===== src/rtl/core_defs.svh =====
// ************************************************
// Core width definitions
// Data width, register index width and the
// iteration count of the multiply/divide unit
// ************************************************

`ifndef CORE_DEFS_SVH
`define CORE_DEFS_SVH

// Data and address width
`define XLEN 32

// Register index width, x0..x31
`define REG_ADDR_W 5

// One shift-add or restoring step per operand bit
`define DIV_STEPS `XLEN

`endif


===== src/rtl/rv_isa_pkg.sv =====
// ************************************************
// RV32 ISA enumerations
// Operation codes of the M and A extension subsets
// handled in the execute stage
// ************************************************

package rv_isa_pkg;

  // M extension, unsigned subset only
  // Low and high product select the two halves of one 64-bit result
  typedef enum logic [1:0] {
    MD_MUL   = 2'd0,
    MD_MULHU = 2'd1,
    MD_DIVU  = 2'd2,
    MD_REMU  = 2'd3
  } md_op_e;

  // A extension read-modify-write operations
  // LR/SC are not part of this set
  typedef enum logic [2:0] {
    AMO_SWAP = 3'd0,
    AMO_ADD  = 3'd1,
    AMO_AND  = 3'd2,
    AMO_OR   = 3'd3,
    AMO_XOR  = 3'd4
  } amo_op_e;

endpackage


===== src/rtl/pipe_pkg.sv =====
// ************************************************
// Pipeline bundle types
// ID/EX instruction bundle, data memory request
// and execute-stage result
// ************************************************

`include "core_defs.svh"

package pipe_pkg;

  // Register index
  typedef logic [`REG_ADDR_W-1:0] reg_addr_t;

  // One instruction held in ID/EX
  // An all-zero bundle is a NOP bubble
  typedef struct packed {
    logic                valid;
    reg_addr_t           rd;
    reg_addr_t           rs1;
    reg_addr_t           rs2;
    // Class flags, at most one set
    logic                mem_read;
    logic                is_mul_div;
    logic                is_atomic;
    // Sub-operation within the class
    rv_isa_pkg::md_op_e  md_op;
    rv_isa_pkg::amo_op_e amo_op;
    // Operand values read in ID
    logic [`XLEN-1:0]    rs1_val;
    logic [`XLEN-1:0]    rs2_val;
  } idex_t;

  // Data memory request from the atomic sequencer
  // Strobes are single-cycle
  typedef struct packed {
    logic             read;
    logic             write;
    logic [`XLEN-1:0] addr;
    logic [`XLEN-1:0] wdata;
  } mem_req_t;

  // Result of a multi-cycle unit, valid for one cycle
  typedef struct packed {
    logic             valid;
    reg_addr_t        rd;
    logic [`XLEN-1:0] data;
  } ex_result_t;

endpackage


===== src/rtl/hazard_detection_unit.sv =====
// ************************************************
// Hazard detection unit
// Load-use bubble plus hold of ID/EX while a
// multi-cycle unit occupies EX
// ************************************************

`timescale 1ns/1ps

module hazard_detection_unit (
  // Instruction in ID/EX
  input  logic                idex_mem_read,
  input  pipe_pkg::reg_addr_t idex_rd,
  // Sources of the instruction in ID
  input  pipe_pkg::reg_addr_t ifid_rs1,
  input  pipe_pkg::reg_addr_t ifid_rs2,
  // M unit
  input  logic                md_busy,
  input  logic                idex_is_mul_div,
  // A unit
  input  logic                amo_busy,
  input  logic                amo_done,
  input  logic                md_done,
  input  logic                idex_is_atomic,
  // Front-end and ID/EX control
  output logic                stall_pc,
  output logic                stall_ifid,
  output logic                bubble_idex,
  output logic                idex_hold
);

  logic load_use;
  logic m_stall;
  logic a_stall;

  // Load in EX writes a register ID is about to read
  // x0 never carries a dependency
  assign load_use = idex_mem_read && (idex_rd != '0) &&
                    ((idex_rd == ifid_rs1) || (idex_rd == ifid_rs2));

  // Flag catches the first cycle, before busy rises
  // Done lets the instruction leave ID/EX
  assign m_stall = (md_busy || idex_is_mul_div) && !md_done;
  assign a_stall = (amo_busy || idex_is_atomic) && !amo_done;

  // Front end waits on any of the three
  assign stall_pc   = load_use || m_stall || a_stall;
  assign stall_ifid = load_use || m_stall || a_stall;

  // Load-use inserts a NOP, multi-cycle ops keep the instruction in place
  assign bubble_idex = load_use;
  assign idex_hold   = m_stall || a_stall;

endmodule


===== src/rtl/mul_div_unit.sv =====
// ************************************************
// Iterative multiply/divide unit
// Shift-add multiply and restoring divide for
// MUL, MULHU, DIVU and REMU, one bit per cycle
// ************************************************

`timescale 1ns/1ps

`include "core_defs.svh"

module mul_div_unit (
  input  logic                 clk,
  input  logic                 reset,
  input  pipe_pkg::idex_t      idex,
  output logic                 busy,
  output logic                 done,
  output pipe_pkg::ex_result_t result
);

  import rv_isa_pkg::*;
  import pipe_pkg::*;

  localparam int CNT_W = $clog2(`DIV_STEPS + 1);

  // Multiply: {high partial, multiplier}, divide: {remainder, quotient}
  logic [2*`XLEN-1:0] acc_q;
  logic [2*`XLEN-1:0] acc_init;
  logic [2*`XLEN-1:0] acc_next;
  // Multiplicand or divisor
  logic [`XLEN-1:0]   opnd_q;
  md_op_e             op_q;
  reg_addr_t          rd_q;
  logic [CNT_W-1:0]   count_q;
  logic               start;

  function automatic logic op_is_div(input md_op_e op);
    return (op == MD_DIVU) || (op == MD_REMU);
  endfunction

  // One iteration of either algorithm
  function automatic logic [2*`XLEN-1:0] md_step(
    input logic [2*`XLEN-1:0] acc_in,
    input logic [`XLEN-1:0]   opnd,
    input logic               div_mode
  );
    logic [`XLEN:0]     sum;
    logic [`XLEN:0]     rem_sh;
    logic [`XLEN:0]     diff;
    logic [2*`XLEN-1:0] acc_out;
    if (div_mode) begin
      // Remainder shifted left with the next dividend bit
      rem_sh = acc_in[2*`XLEN-1:`XLEN-1];
      diff   = rem_sh - {1'b0, opnd};
      if (rem_sh >= {1'b0, opnd}) begin
        acc_out = {diff[`XLEN-1:0], acc_in[`XLEN-2:0], 1'b1};
      end else begin
        acc_out = {rem_sh[`XLEN-1:0], acc_in[`XLEN-2:0], 1'b0};
      end
    end else begin
      // Add multiplicand on a set LSB, then shift right with carry
      sum     = {1'b0, acc_in[2*`XLEN-1:`XLEN]} + {1'b0, {`XLEN{acc_in[0]}} & opnd};
      acc_out = {sum, acc_in[`XLEN-1:1]};
    end
    return acc_out;
  endfunction

  // Idle and not in the done cycle, otherwise the same op would restart
  assign start = idex.valid && idex.is_mul_div && !busy && !done;

  assign acc_init = {{`XLEN{1'b0}}, idex.rs1_val};

  // First step is taken in the start cycle
  always_comb begin
    if (busy) begin
      acc_next = md_step(acc_q, opnd_q, op_is_div(op_q));
    end else begin
      acc_next = md_step(acc_init, idex.rs2_val, op_is_div(idex.md_op));
    end
  end

  // Datapath
  always_ff @(posedge clk) begin
    if (start || busy) begin
      acc_q <= acc_next;
    end
    if (start) begin
      opnd_q <= idex.rs2_val;
      op_q   <= idex.md_op;
      rd_q   <= idex.rd;
    end
  end

  // Step counter, done pulses after the last step
  always_ff @(posedge clk) begin
    if (reset) begin
      busy    <= 1'b0;
      done    <= 1'b0;
      count_q <= '0;
    end else begin
      done <= 1'b0;
      if (start) begin
        busy    <= 1'b1;
        count_q <= CNT_W'(1);
      end else if (busy) begin
        count_q <= count_q + 1'b1;
        if (count_q == CNT_W'(`DIV_STEPS - 1)) begin
          busy <= 1'b0;
          done <= 1'b1;
        end
      end
    end
  end

  // Divide by zero needs no special case
  // quotient ends all ones, remainder ends as the dividend
  always_comb begin
    result.valid = done;
    result.rd    = rd_q;
    case (op_q)
      MD_MULHU, MD_REMU: result.data = acc_q[2*`XLEN-1:`XLEN];
      default:           result.data = acc_q[`XLEN-1:0];
    endcase
  end

endmodule


===== src/rtl/atomic_unit.sv =====
// ************************************************
// Atomic memory operation sequencer
// Read, modify and write back one memory word,
// returning the old value
// ************************************************

`timescale 1ns/1ps

`include "core_defs.svh"

module atomic_unit (
  input  logic                 clk,
  input  logic                 reset,
  input  pipe_pkg::idex_t      idex,
  input  logic [`XLEN-1:0]     mem_rdata,
  output logic                 busy,
  output logic                 done,
  output pipe_pkg::mem_req_t   mem_req,
  output pipe_pkg::ex_result_t result
);

  import rv_isa_pkg::*;
  import pipe_pkg::*;

  typedef enum logic [1:0] {
    IDLE,
    READ,
    MODIFY,
    WRITE
  } amo_state_e;

  amo_state_e       state_q;
  amo_state_e       state_cur;
  amo_state_e       state_next;
  logic             start;
  // Word read from memory and the value to write back
  logic [`XLEN-1:0] old_q;
  logic [`XLEN-1:0] new_q;

  function automatic logic [`XLEN-1:0] amo_calc(
    input amo_op_e          op,
    input logic [`XLEN-1:0] mem_val,
    input logic [`XLEN-1:0] src
  );
    logic [`XLEN-1:0] res;
    case (op)
      AMO_ADD: res = mem_val + src;
      AMO_AND: res = mem_val & src;
      AMO_OR:  res = mem_val | src;
      AMO_XOR: res = mem_val ^ src;
      default: res = src;
    endcase
    return res;
  endfunction

  assign start = idex.valid && idex.is_atomic && (state_q == IDLE);

  // READ is entered straight from IDLE in the start cycle
  assign state_cur = start ? READ : state_q;

  always_comb begin
    case (state_cur)
      READ:    state_next = MODIFY;
      MODIFY:  state_next = WRITE;
      default: state_next = IDLE;
    endcase
  end

  always_ff @(posedge clk) begin
    if (reset) begin
      state_q <= IDLE;
    end else begin
      state_q <= state_next;
    end
  end

  // Memory answers in the cycle after the read strobe
  always_ff @(posedge clk) begin
    if (state_cur == MODIFY) begin
      old_q <= mem_rdata;
      new_q <= amo_calc(idex.amo_op, mem_rdata, idex.rs2_val);
    end
  end

  assign busy = (state_q != IDLE);
  assign done = (state_cur == WRITE);

  // Address comes from rs1, held in ID/EX for the whole sequence
  assign mem_req.read  = (state_cur == READ);
  assign mem_req.write = (state_cur == WRITE);
  assign mem_req.addr  = idex.rs1_val;
  assign mem_req.wdata = new_q;

  // rd returns the old memory word
  assign result.valid = done;
  assign result.rd    = idex.rd;
  assign result.data  = old_q;

endmodule


===== src/rtl/pipe_reg.sv =====
// ************************************************
// Pipeline register
// Hold, bubble or load of any packed payload
// ************************************************

`timescale 1ns/1ps

module pipe_reg #(
  parameter type payload_t = logic
) (
  input  logic     clk,
  input  logic     reset,
  input  logic     hold,
  input  logic     bubble,
  input  payload_t d,
  output payload_t q
);

  // Hold wins over bubble
  always_ff @(posedge clk) begin
    if (reset) begin
      q <= payload_t'('0);
    end else if (hold) begin
      q <= q;
    end else if (bubble) begin
      // All-zero payload is a NOP
      q <= payload_t'('0);
    end else begin
      q <= d;
    end
  end

endmodule


===== src/rtl/ex_stall_top.sv =====
// ************************************************
// Execute-stage stall control
// ID/EX register, M and A units, hazard detection
// and the EX result register
// ************************************************

`timescale 1ns/1ps

`include "core_defs.svh"

module ex_stall_top (
  input  logic                 clk,
  input  logic                 reset,
  input  pipe_pkg::idex_t      id_instr,
  input  logic [`XLEN-1:0]     mem_rdata,
  output logic                 stall_pc,
  output logic                 stall_ifid,
  output pipe_pkg::mem_req_t   mem_req,
  output pipe_pkg::ex_result_t result_out
);

  import pipe_pkg::*;

  idex_t      idex_q;
  logic       bubble_idex;
  logic       idex_hold;
  logic       md_busy;
  logic       md_done;
  ex_result_t md_result;
  logic       amo_busy;
  logic       amo_done;
  ex_result_t amo_result;
  // Result register input, zero when no unit finishes
  ex_result_t ex_result_d;
  logic       no_result;

  // ID/EX register
  pipe_reg #(
    .payload_t (idex_t)
  ) idex_reg_i (
    .clk    (clk),
    .reset  (reset),
    .hold   (idex_hold),
    .bubble (bubble_idex),
    .d      (id_instr),
    .q      (idex_q)
  );

  mul_div_unit mul_div_unit_i (
    .clk    (clk),
    .reset  (reset),
    .idex   (idex_q),
    .busy   (md_busy),
    .done   (md_done),
    .result (md_result)
  );

  atomic_unit atomic_unit_i (
    .clk       (clk),
    .reset     (reset),
    .idex      (idex_q),
    .mem_rdata (mem_rdata),
    .busy      (amo_busy),
    .done      (amo_done),
    .mem_req   (mem_req),
    .result    (amo_result)
  );

  hazard_detection_unit hazard_detection_unit_i (
    .idex_mem_read   (idex_q.mem_read),
    .idex_rd         (idex_q.rd),
    .ifid_rs1        (id_instr.rs1),
    .ifid_rs2        (id_instr.rs2),
    .md_busy         (md_busy),
    .idex_is_mul_div (idex_q.is_mul_div),
    .amo_busy        (amo_busy),
    .amo_done        (amo_done),
    .md_done         (md_done),
    .idex_is_atomic  (idex_q.is_atomic),
    .stall_pc        (stall_pc),
    .stall_ifid      (stall_ifid),
    .bubble_idex     (bubble_idex),
    .idex_hold       (idex_hold)
  );

  // Only one unit can finish at a time, they share ID/EX
  assign ex_result_d = md_done ? md_result : amo_result;
  assign no_result   = !(md_done || amo_done);

  // EX result register, never held
  pipe_reg #(
    .payload_t (ex_result_t)
  ) result_reg_i (
    .clk    (clk),
    .reset  (reset),
    .hold   (1'b0),
    .bubble (no_result),
    .d      (ex_result_d),
    .q      (result_out)
  );

endmodule


===== config.mk =====
export PLATFORM = sky130hd
export DESIGN_NAME = ex_stall_top
export DESIGN_NICKNAME = d
export VERILOG_FILES = /design/src/rtl/rv_isa_pkg.sv /design/src/rtl/pipe_pkg.sv /design/src/rtl/hazard_detection_unit.sv /design/src/rtl/mul_div_unit.sv /design/src/rtl/atomic_unit.sv /design/src/rtl/pipe_reg.sv /design/src/rtl/ex_stall_top.sv
export VERILOG_INCLUDE_DIRS = /design/src /design/src/rtl
export SDC_FILE = /design/constraint.sdc
export NUM_CORES = 1
export LEC_CHECK = 0
export BUFFER_PORTS_ARGS = -buffer_cell sky130_fd_sc_hd__buf_2
export CELL_PAD_IN_SITES_DETAIL_PLACEMENT = 1
export CELL_PAD_IN_SITES_GLOBAL_PLACEMENT = 2
export CORE_UTILIZATION = 37
export DETAILED_ROUTE_END_ITERATION = 6
export GPL_TIMING_DRIVEN = 0
export PLACE_DENSITY_LB_ADDON = 0.12
export SLEW_MARGIN = 20
export SYNTH_ARGS = -nofsm -noshare
export SYNTH_HDL_FRONTEND = slang
export SYNTH_SLANG_ARGS = --single-unit
export TNS_END_PERCENT = 50

===== constraint.sdc =====
create_clock -name clk -period 5.4 [get_ports clk]
set_clock_uncertainty 0.15 [all_clocks]
set_input_delay 0.81 -clock clk [delete_from_list [all_inputs] [get_ports clk]]
set_output_delay 0.81 -clock clk [all_outputs]
set_load 0.01 [all_outputs]

After elaboration in Yosys (flattened, before gate mapping) --
Index checks and enable logic that the tools add are counted.
Operators by class: $add $sub $neg 5, muxes and demuxes 17, reductions and logical operators 30, magnitude comparators 2, bitwise logic cells 7, eq/ne operators 15
Operator list (number):
- 2-to-1 mux 64 bit | 5
- case mux 32 bit (4 select lines) | 1
- bitwise AND 32 bit | 3
- 2-to-1 mux 88 bit | 1
- 2-to-1 mux 38 bit | 1
- adder 32 x 32 -> 33 bit | 1
- greater-or-equal comparator 33 x 32 -> 1 bit | 1
- adder 32 bit | 1
- greater-or-equal comparator 1 x 32 -> 1 bit | 1
- 2-to-1 mux 32 bit | 1
- bitwise OR 32 bit | 1
- subtractor 1 x 32 -> 32 bit | 1
- subtractor 32 bit | 1
- XOR 32 bit | 1
- == test 2 bit, second input constant | 6
- == test 5 bit | 2
- logical OR 1 bit | 10
- logical AND 1 bit | 9
- adder 6 x 1 -> 6 bit, second input constant | 1
- == test 3 x 2 -> 1 bit, second input constant | 2
- == test 6 x 5 -> 1 bit, second input constant | 1
- 2-to-1 mux 1 bit | 6
- OR reduction 2 bit | 3
- nonzero test 5 bit | 1
- 10 further kinds | 15
Storage, ports and cells: bits in registers 293, input bits 122, output and inout port bits 106, logic and storage cells 99

Depth between registers and ports, before layout --
depth in word-level cells 7, depth in mapped cells 13, depth with buffers taken out 13

Modules after synthesis --
Synthesis repeated with hierarchy kept, for this count alone.
Second synthesis, totals: cells, all modules 2358, area total of the unflattened synthesis 21599.5 µm²
By module, submodules not included:
- mul_div_unit | times used 1, seq. area each 3253.1 µm², area each 9589.2 µm², cells each 1035
- atomic_unit | times used 1, seq. area each 1961.9 µm², area each 6048.3 µm², cells each 695
- pipe_reg (idex_reg_i) | times used 1, seq. area each 1761.7 µm², area each 3597.2 µm², cells each 392
- pipe_reg (result_reg_i) | times used 1, seq. area each 760.7 µm², area each 1696.6 µm², cells each 169
- ex_stall_top | times used 1, seq. area each 0.0 µm², area each 506.7 µm², cells each 44
- hazard_detection_unit | times used 1, seq. area each 0.0 µm², area each 161.4 µm², cells each 23

Least setup slack after synthesis --
No wires, ideal clock.
path kind register to register, from register atomic_unit_i.state_q[1], to register atomic_unit_i.new_q[0] (enable), required time 4.753 ns, data arrival time 3.256 ns, setup slack 1.497 ns, setup time 0.497 ns, cell stages (with the launch flop) 2, period minus slack after synthesis 3.903 ns, buffers on the path 0, cells stage by stage dfxtp_1 -> nor2b_1
Between the ends: cells in the longest elaborated chain, start to end 4
RTL lines:
- start: declaration | line atomic_unit.sv:32 | amo_state_e state_q;
- start signal: assignment | line atomic_unit.sv:73 | state_q <= state_next;
- zero test 2 bit | line atomic_unit.sv:56 | assign start = idex.valid && idex.is_atomic && (state_q == IDLE);
- logical AND 1 bit | line atomic_unit.sv:56
- 2-to-1 mux 2 bit * | line atomic_unit.sv:59 | assign state_cur = start ? READ : state_q;
- == test 2 bit * | line atomic_unit.sv:79 | if (state_cur == MODIFY) begin
- end signal: assignment | line atomic_unit.sv:81 | new_q <= amo_calc(idex.amo_op, mem_rdata, idex.rs2_val);
- end: declaration | line atomic_unit.sv:38 | logic [`XLEN-1:0] new_q;
Every way passes the cells marked *; elsewhere a longest branch is shown, timed or not. A chain may end at the register's enable or synchronous reset.

Final worst setup path --
from register mul_div_unit_i.done, to output port stall_pc
Between the ends: cells in the longest elaborated chain, start to end 4
RTL lines:
- start: declaration | line mul_div_unit.sv:16 | output logic done,
- start signal: assignment | line mul_div_unit.sv:97 | done <= 1'b0;
- start signal: assignment | line mul_div_unit.sv:100 | done <= 1'b0;
- start signal: assignment | line mul_div_unit.sv:108 | done <= 1'b1;
- zero test 1 bit | line hazard_detection_unit.sv:42 | assign m_stall = (md_busy || idex_is_mul_div) && !md_done;
- logical AND 1 bit | line hazard_detection_unit.sv:42
- logical OR 1 bit (2 in series) | line hazard_detection_unit.sv:46 | assign stall_pc = load_use || m_stall || a_stall;
- end: declaration | line ex_stall_top.sv:16 | output logic stall_pc,
No other way between the ends.

==> results.json <==
{
  "antenna_cells": 0,
  "die_area_um2": 52910,
  "crit_path_max_incr_delay_ps": 770,
  "syn_to_final_growth_pct": 16.94,
  "ys.flop_type": "edfxtp_1",
  "yosys.area.top_type": "edfxtp_1",
  "setup-tns-final_ps": 0,
  "cp.required_ps": 4440,
  "max_freq_mhz": 201.0,
  "place_hpwl_um": 63460,
  "drt_pass1_iterations": 5,
  "async_flop_share_pct": 0,
  "syn_avg_cell_area_um2": 9.174,
  "drv_cap": 0,
  "min_path_type": "reg2reg",
  "grt_pass1_wl_um": 116000,
  "synth_top_cells_by_count": "nor2_1, a21oi_1, edfxtp_1, ha_1, dfxtp_1",
  "final_cells": 3074,
  "r2r-end": "mul_div_unit_i.acc_q[61]",
  "post-route-drc-count": 0,
  "critPathKind": "reg2out",
  "dpl_worst_slack_ps": 573.8,
  "synth_most_common_cell": "nor2_1",
  "vias": 17640,
  "syn_area_um2": 19240,
  "drive_above_1_share_pct": 14.70,
  "crit_top_cell": "clkbuf_1",
  "gp_congestion": 0.9528,
  "min_period_ps": 4976,
  "cts_tree": "done",
  "status": "finished clean",
  "start_util_pct": 37.50,
  "fp.dieH_um": 230.0,
  "critPathBufInv": 6,
  "avgRoutedWirePerCell_um": 25.86,
  "dpl.cell_count": 3008,
  "grt_overflow": 0,
  "min_path_cells": 0,
  "slew_viol_final": 0,
  "leakagePower_nw": 9.555,
  "fillers": 6067,
  "grt_usage_pct": 29.59,
  "synth_cells": 2097,
  "period_share_pct": 92.15,
  "critical-path-top-delay-family": "buffers and inverters",
  "clock-sinks": 293,
  "crit_arrival_ps": 4020,
  "clockBufferDepth": 3,
  "cts_buffers": 36,
  "layout.nets": 2622,
  "startpoint_type": "flop",
  "critPathMaxFanout": 10,
  "path_cells": "clkbuf_1, o22ai_1, a31oi_2, clkbuf_1, buf_1, inv_1, buf_4, buf_2",
  "yosys_warnings": 0,
  "hold_viol": 0,
  "grt_max_degree": 34,
  "tightest_slew_ps": 1000,
  "min_to": "mul_div_unit_i.op_q[0]",
  "via_per_inst": 5.738,
  "synthTopCellsByArea": "edfxtp_1, dfxtp_1, ha_1, a21oi_1, nor2_1",
  "core_um2": 51300,
  "setup_viol": 0,
  "r2r_slack_ps": 810,
  "cp_slowest_cell": "clkbuf_1",
  "cts_hold_buf": 0,
  "r2r_start": "mul_div_unit_i.acc_q[0]",
  "drtIter0Drc": 1214,
  "reg2regPathDepth": 12,
  "synth_top_area_share_pct": 26.07,
  "grt_pass1_vias": 17810,
  "whs_ps": 284.9,
  "synth.distinct_cells": 72,
  "ys_seq_elements": 293,
  "p_per_area_nw_per_um2": 372.7,
  "end_kind": "output pin",
  "grt_antenna_before_repair": 3,
  "port_buffers": 227,
  "root_buffer": "clkbuf_16",
  "clock_latency_ps": 580,
  "syn-num-nets": 2353,
  "ant_nets": 0,
  "wl_um": 79480,
  "seq_area_frac_synth_pct": 39.18,
  "grt_setup_unrepaired": "no",
  "fin_util_pct": 43.85,
  "setup_ws_ps": 423.7,
  "io_pins": 228,
  "clk_pin_slew_ps": 50,
  "min_from": "idex_reg_i.q[67]",
  "synth_enable_flop_cells": 167,
  "die_w_um": 230.0,
  "slew_headroom_pct": 33.07,
  "htreeDepth": 2,
  "placementRows": 83,
  "peakVddDrop_mv": 0.2479
}
[cell families (layout without fill, tap and decap cells)]
kind of cell | Yosys count | in the layout | share of synthesized area [%]
muxes | 84 | 84 | 4.435
DFF | 293 | 293 | 39.18
xor gates and xnor gates | 96 | 96 | 4.370
and+or+nand+nor | 533 | 533 | 13.06
AOI/OAI and AO/OA | 675 | 675 | 23.74
buffers and inverters | 282 | 579 | 6.380
adders and majority gates | 134 | 134 | 8.832
[per-layer routing]
| metal | part of all wire [%] | routed length, µm | up-vias | GRT usage, % |
|---|---|---|---|---|
| met5 | 0.013 | 10 | - | 0 |
| met4 | 3.1 | 2475 | 2 | 9.354 |
| met3 | 5.4 | 4325 | 102 | 4.080 |
| met2 | 46 | 36640 | 493 | 47.91 |
| met1 | 45 | 36030 | 8865 | 40.62 |
| li1 | - | - | 8176 | - |
[flip-flops by register name (all words and copies together) (netlist names)]
name	count
atomic_unit_i.new_q	32
atomic_unit_i.old_q	32
atomic_unit_i.state_q	2
idex_reg_i.q	78
mul_div_unit_i.acc_q	64
mul_div_unit_i.busy	1
mul_div_unit_i.count_q	6
mul_div_unit_i.done	1
mul_div_unit_i.op_q	2
mul_div_unit_i.opnd_q	32
mul_div_unit_i.rd_q	5
result_reg_i.q	38
[worst register-to-register path, cell delays in order (launching register included)]
cell       delay [ps]
edfxtp_1          530
clkbuf_1          350
and2_1            250
ha_1              220
fa_1              420
a21oi_1           260
o21ai_0           190
a31oi_1           610
o211ai_1          440
a22oi_1           340
o2bb2ai_1         170
xor2_1            250
a21boi_1          110
[cell usage in the layout, fill, tap and decap left out, drive strengths merged, types with 4 or more instances in the layout]
master,netlist,layout
o31ai,6,6
o21ai,80,80
a221oi,22,22
o22ai,21,21
inv,121,122
o211ai,20,20
nand4,23,23
nand2,94,94
a21oi,192,192
nand3,25,25
and3,8,8
clkinv,1,9
nor2b,46,46
o21bai,15,15
a31oi,10,10
o311ai,4,4
a21o,48,48
o21a,23,23
o211a,8,8
dfxtp,126,126
and2,39,39
xor2,43,43
or2,4,4
nand2b,17,17
or3,7,7
a22oi,88,88
xnor2,53,53
ha,131,131
a21boi,7,7
mux2i,83,83
nor3,23,23
a211o,6,6
buf,59,290
clkbuf,101,158
or4,4,4
nor2,223,223
edfxtp,167,167
nor4,10,10
a211oi,99,99
a222oi,10,10
[report_power, final]
| group | switching (mW) | internal [mW] |
|---|---|---|
| clock network | 1.05 | 1.37 |
| registers | 0.348 | 2.68 |
| logic | 1.87 | 1.08 |
[cell type report]
cell class                      count  area, µm²  area share, %
Clock inverter                      9      107.6         0.4783
Sequential cell                   293       7537          33.50
Inverter                          122      457.9          2.035
Clock buffer                       57       1056          4.694
Timing Repair Buffer              231       1224          5.439
Buffer                            160      769.5          3.420
Multi-Input combinational cell   1522      10500          46.65
Tap cell                          680      850.8          3.782
[worst max path at each step]
stage                        startpoint                 endpoint  slack (ps)  cells past startpoint
2_1_floorplan  atomic_unit_i.state_q[1]   atomic_unit_i.new_q[0]        1500                      1
3_3_place_gp   atomic_unit_i.state_q[1]  atomic_unit_i.new_q[26]         230                      1
3_5_place_dp               id_instr[76]                 stall_pc         570                     11
4_1_cts             mul_div_unit_i.done                 stall_pc          30                      8
5_1_grt             mul_div_unit_i.done                 stall_pc         220                      8
6_report            mul_div_unit_i.done                 stall_pc         420                      8
[timing repair]
| item | CTS | global route |
|---|---|---|
| setup buffers | 0 | 0 |
| gates resized for setup | 0 | 1 |
| endpoints found under the setup margin | 0 | 1 |
[stage by stage]
step / total power [mW] / instance area [µm²]
6_report: 8.384 / 22500
5_1_grt: 8.785 / 22500
4_1_cts: 8.400 / 22490
3_5_place_dp: 5.973 / 21330
3_3_place_gp: 5.905 / 21230
2_1_floorplan: 4.849 / 19240
(Power assumes the default switching activity.)
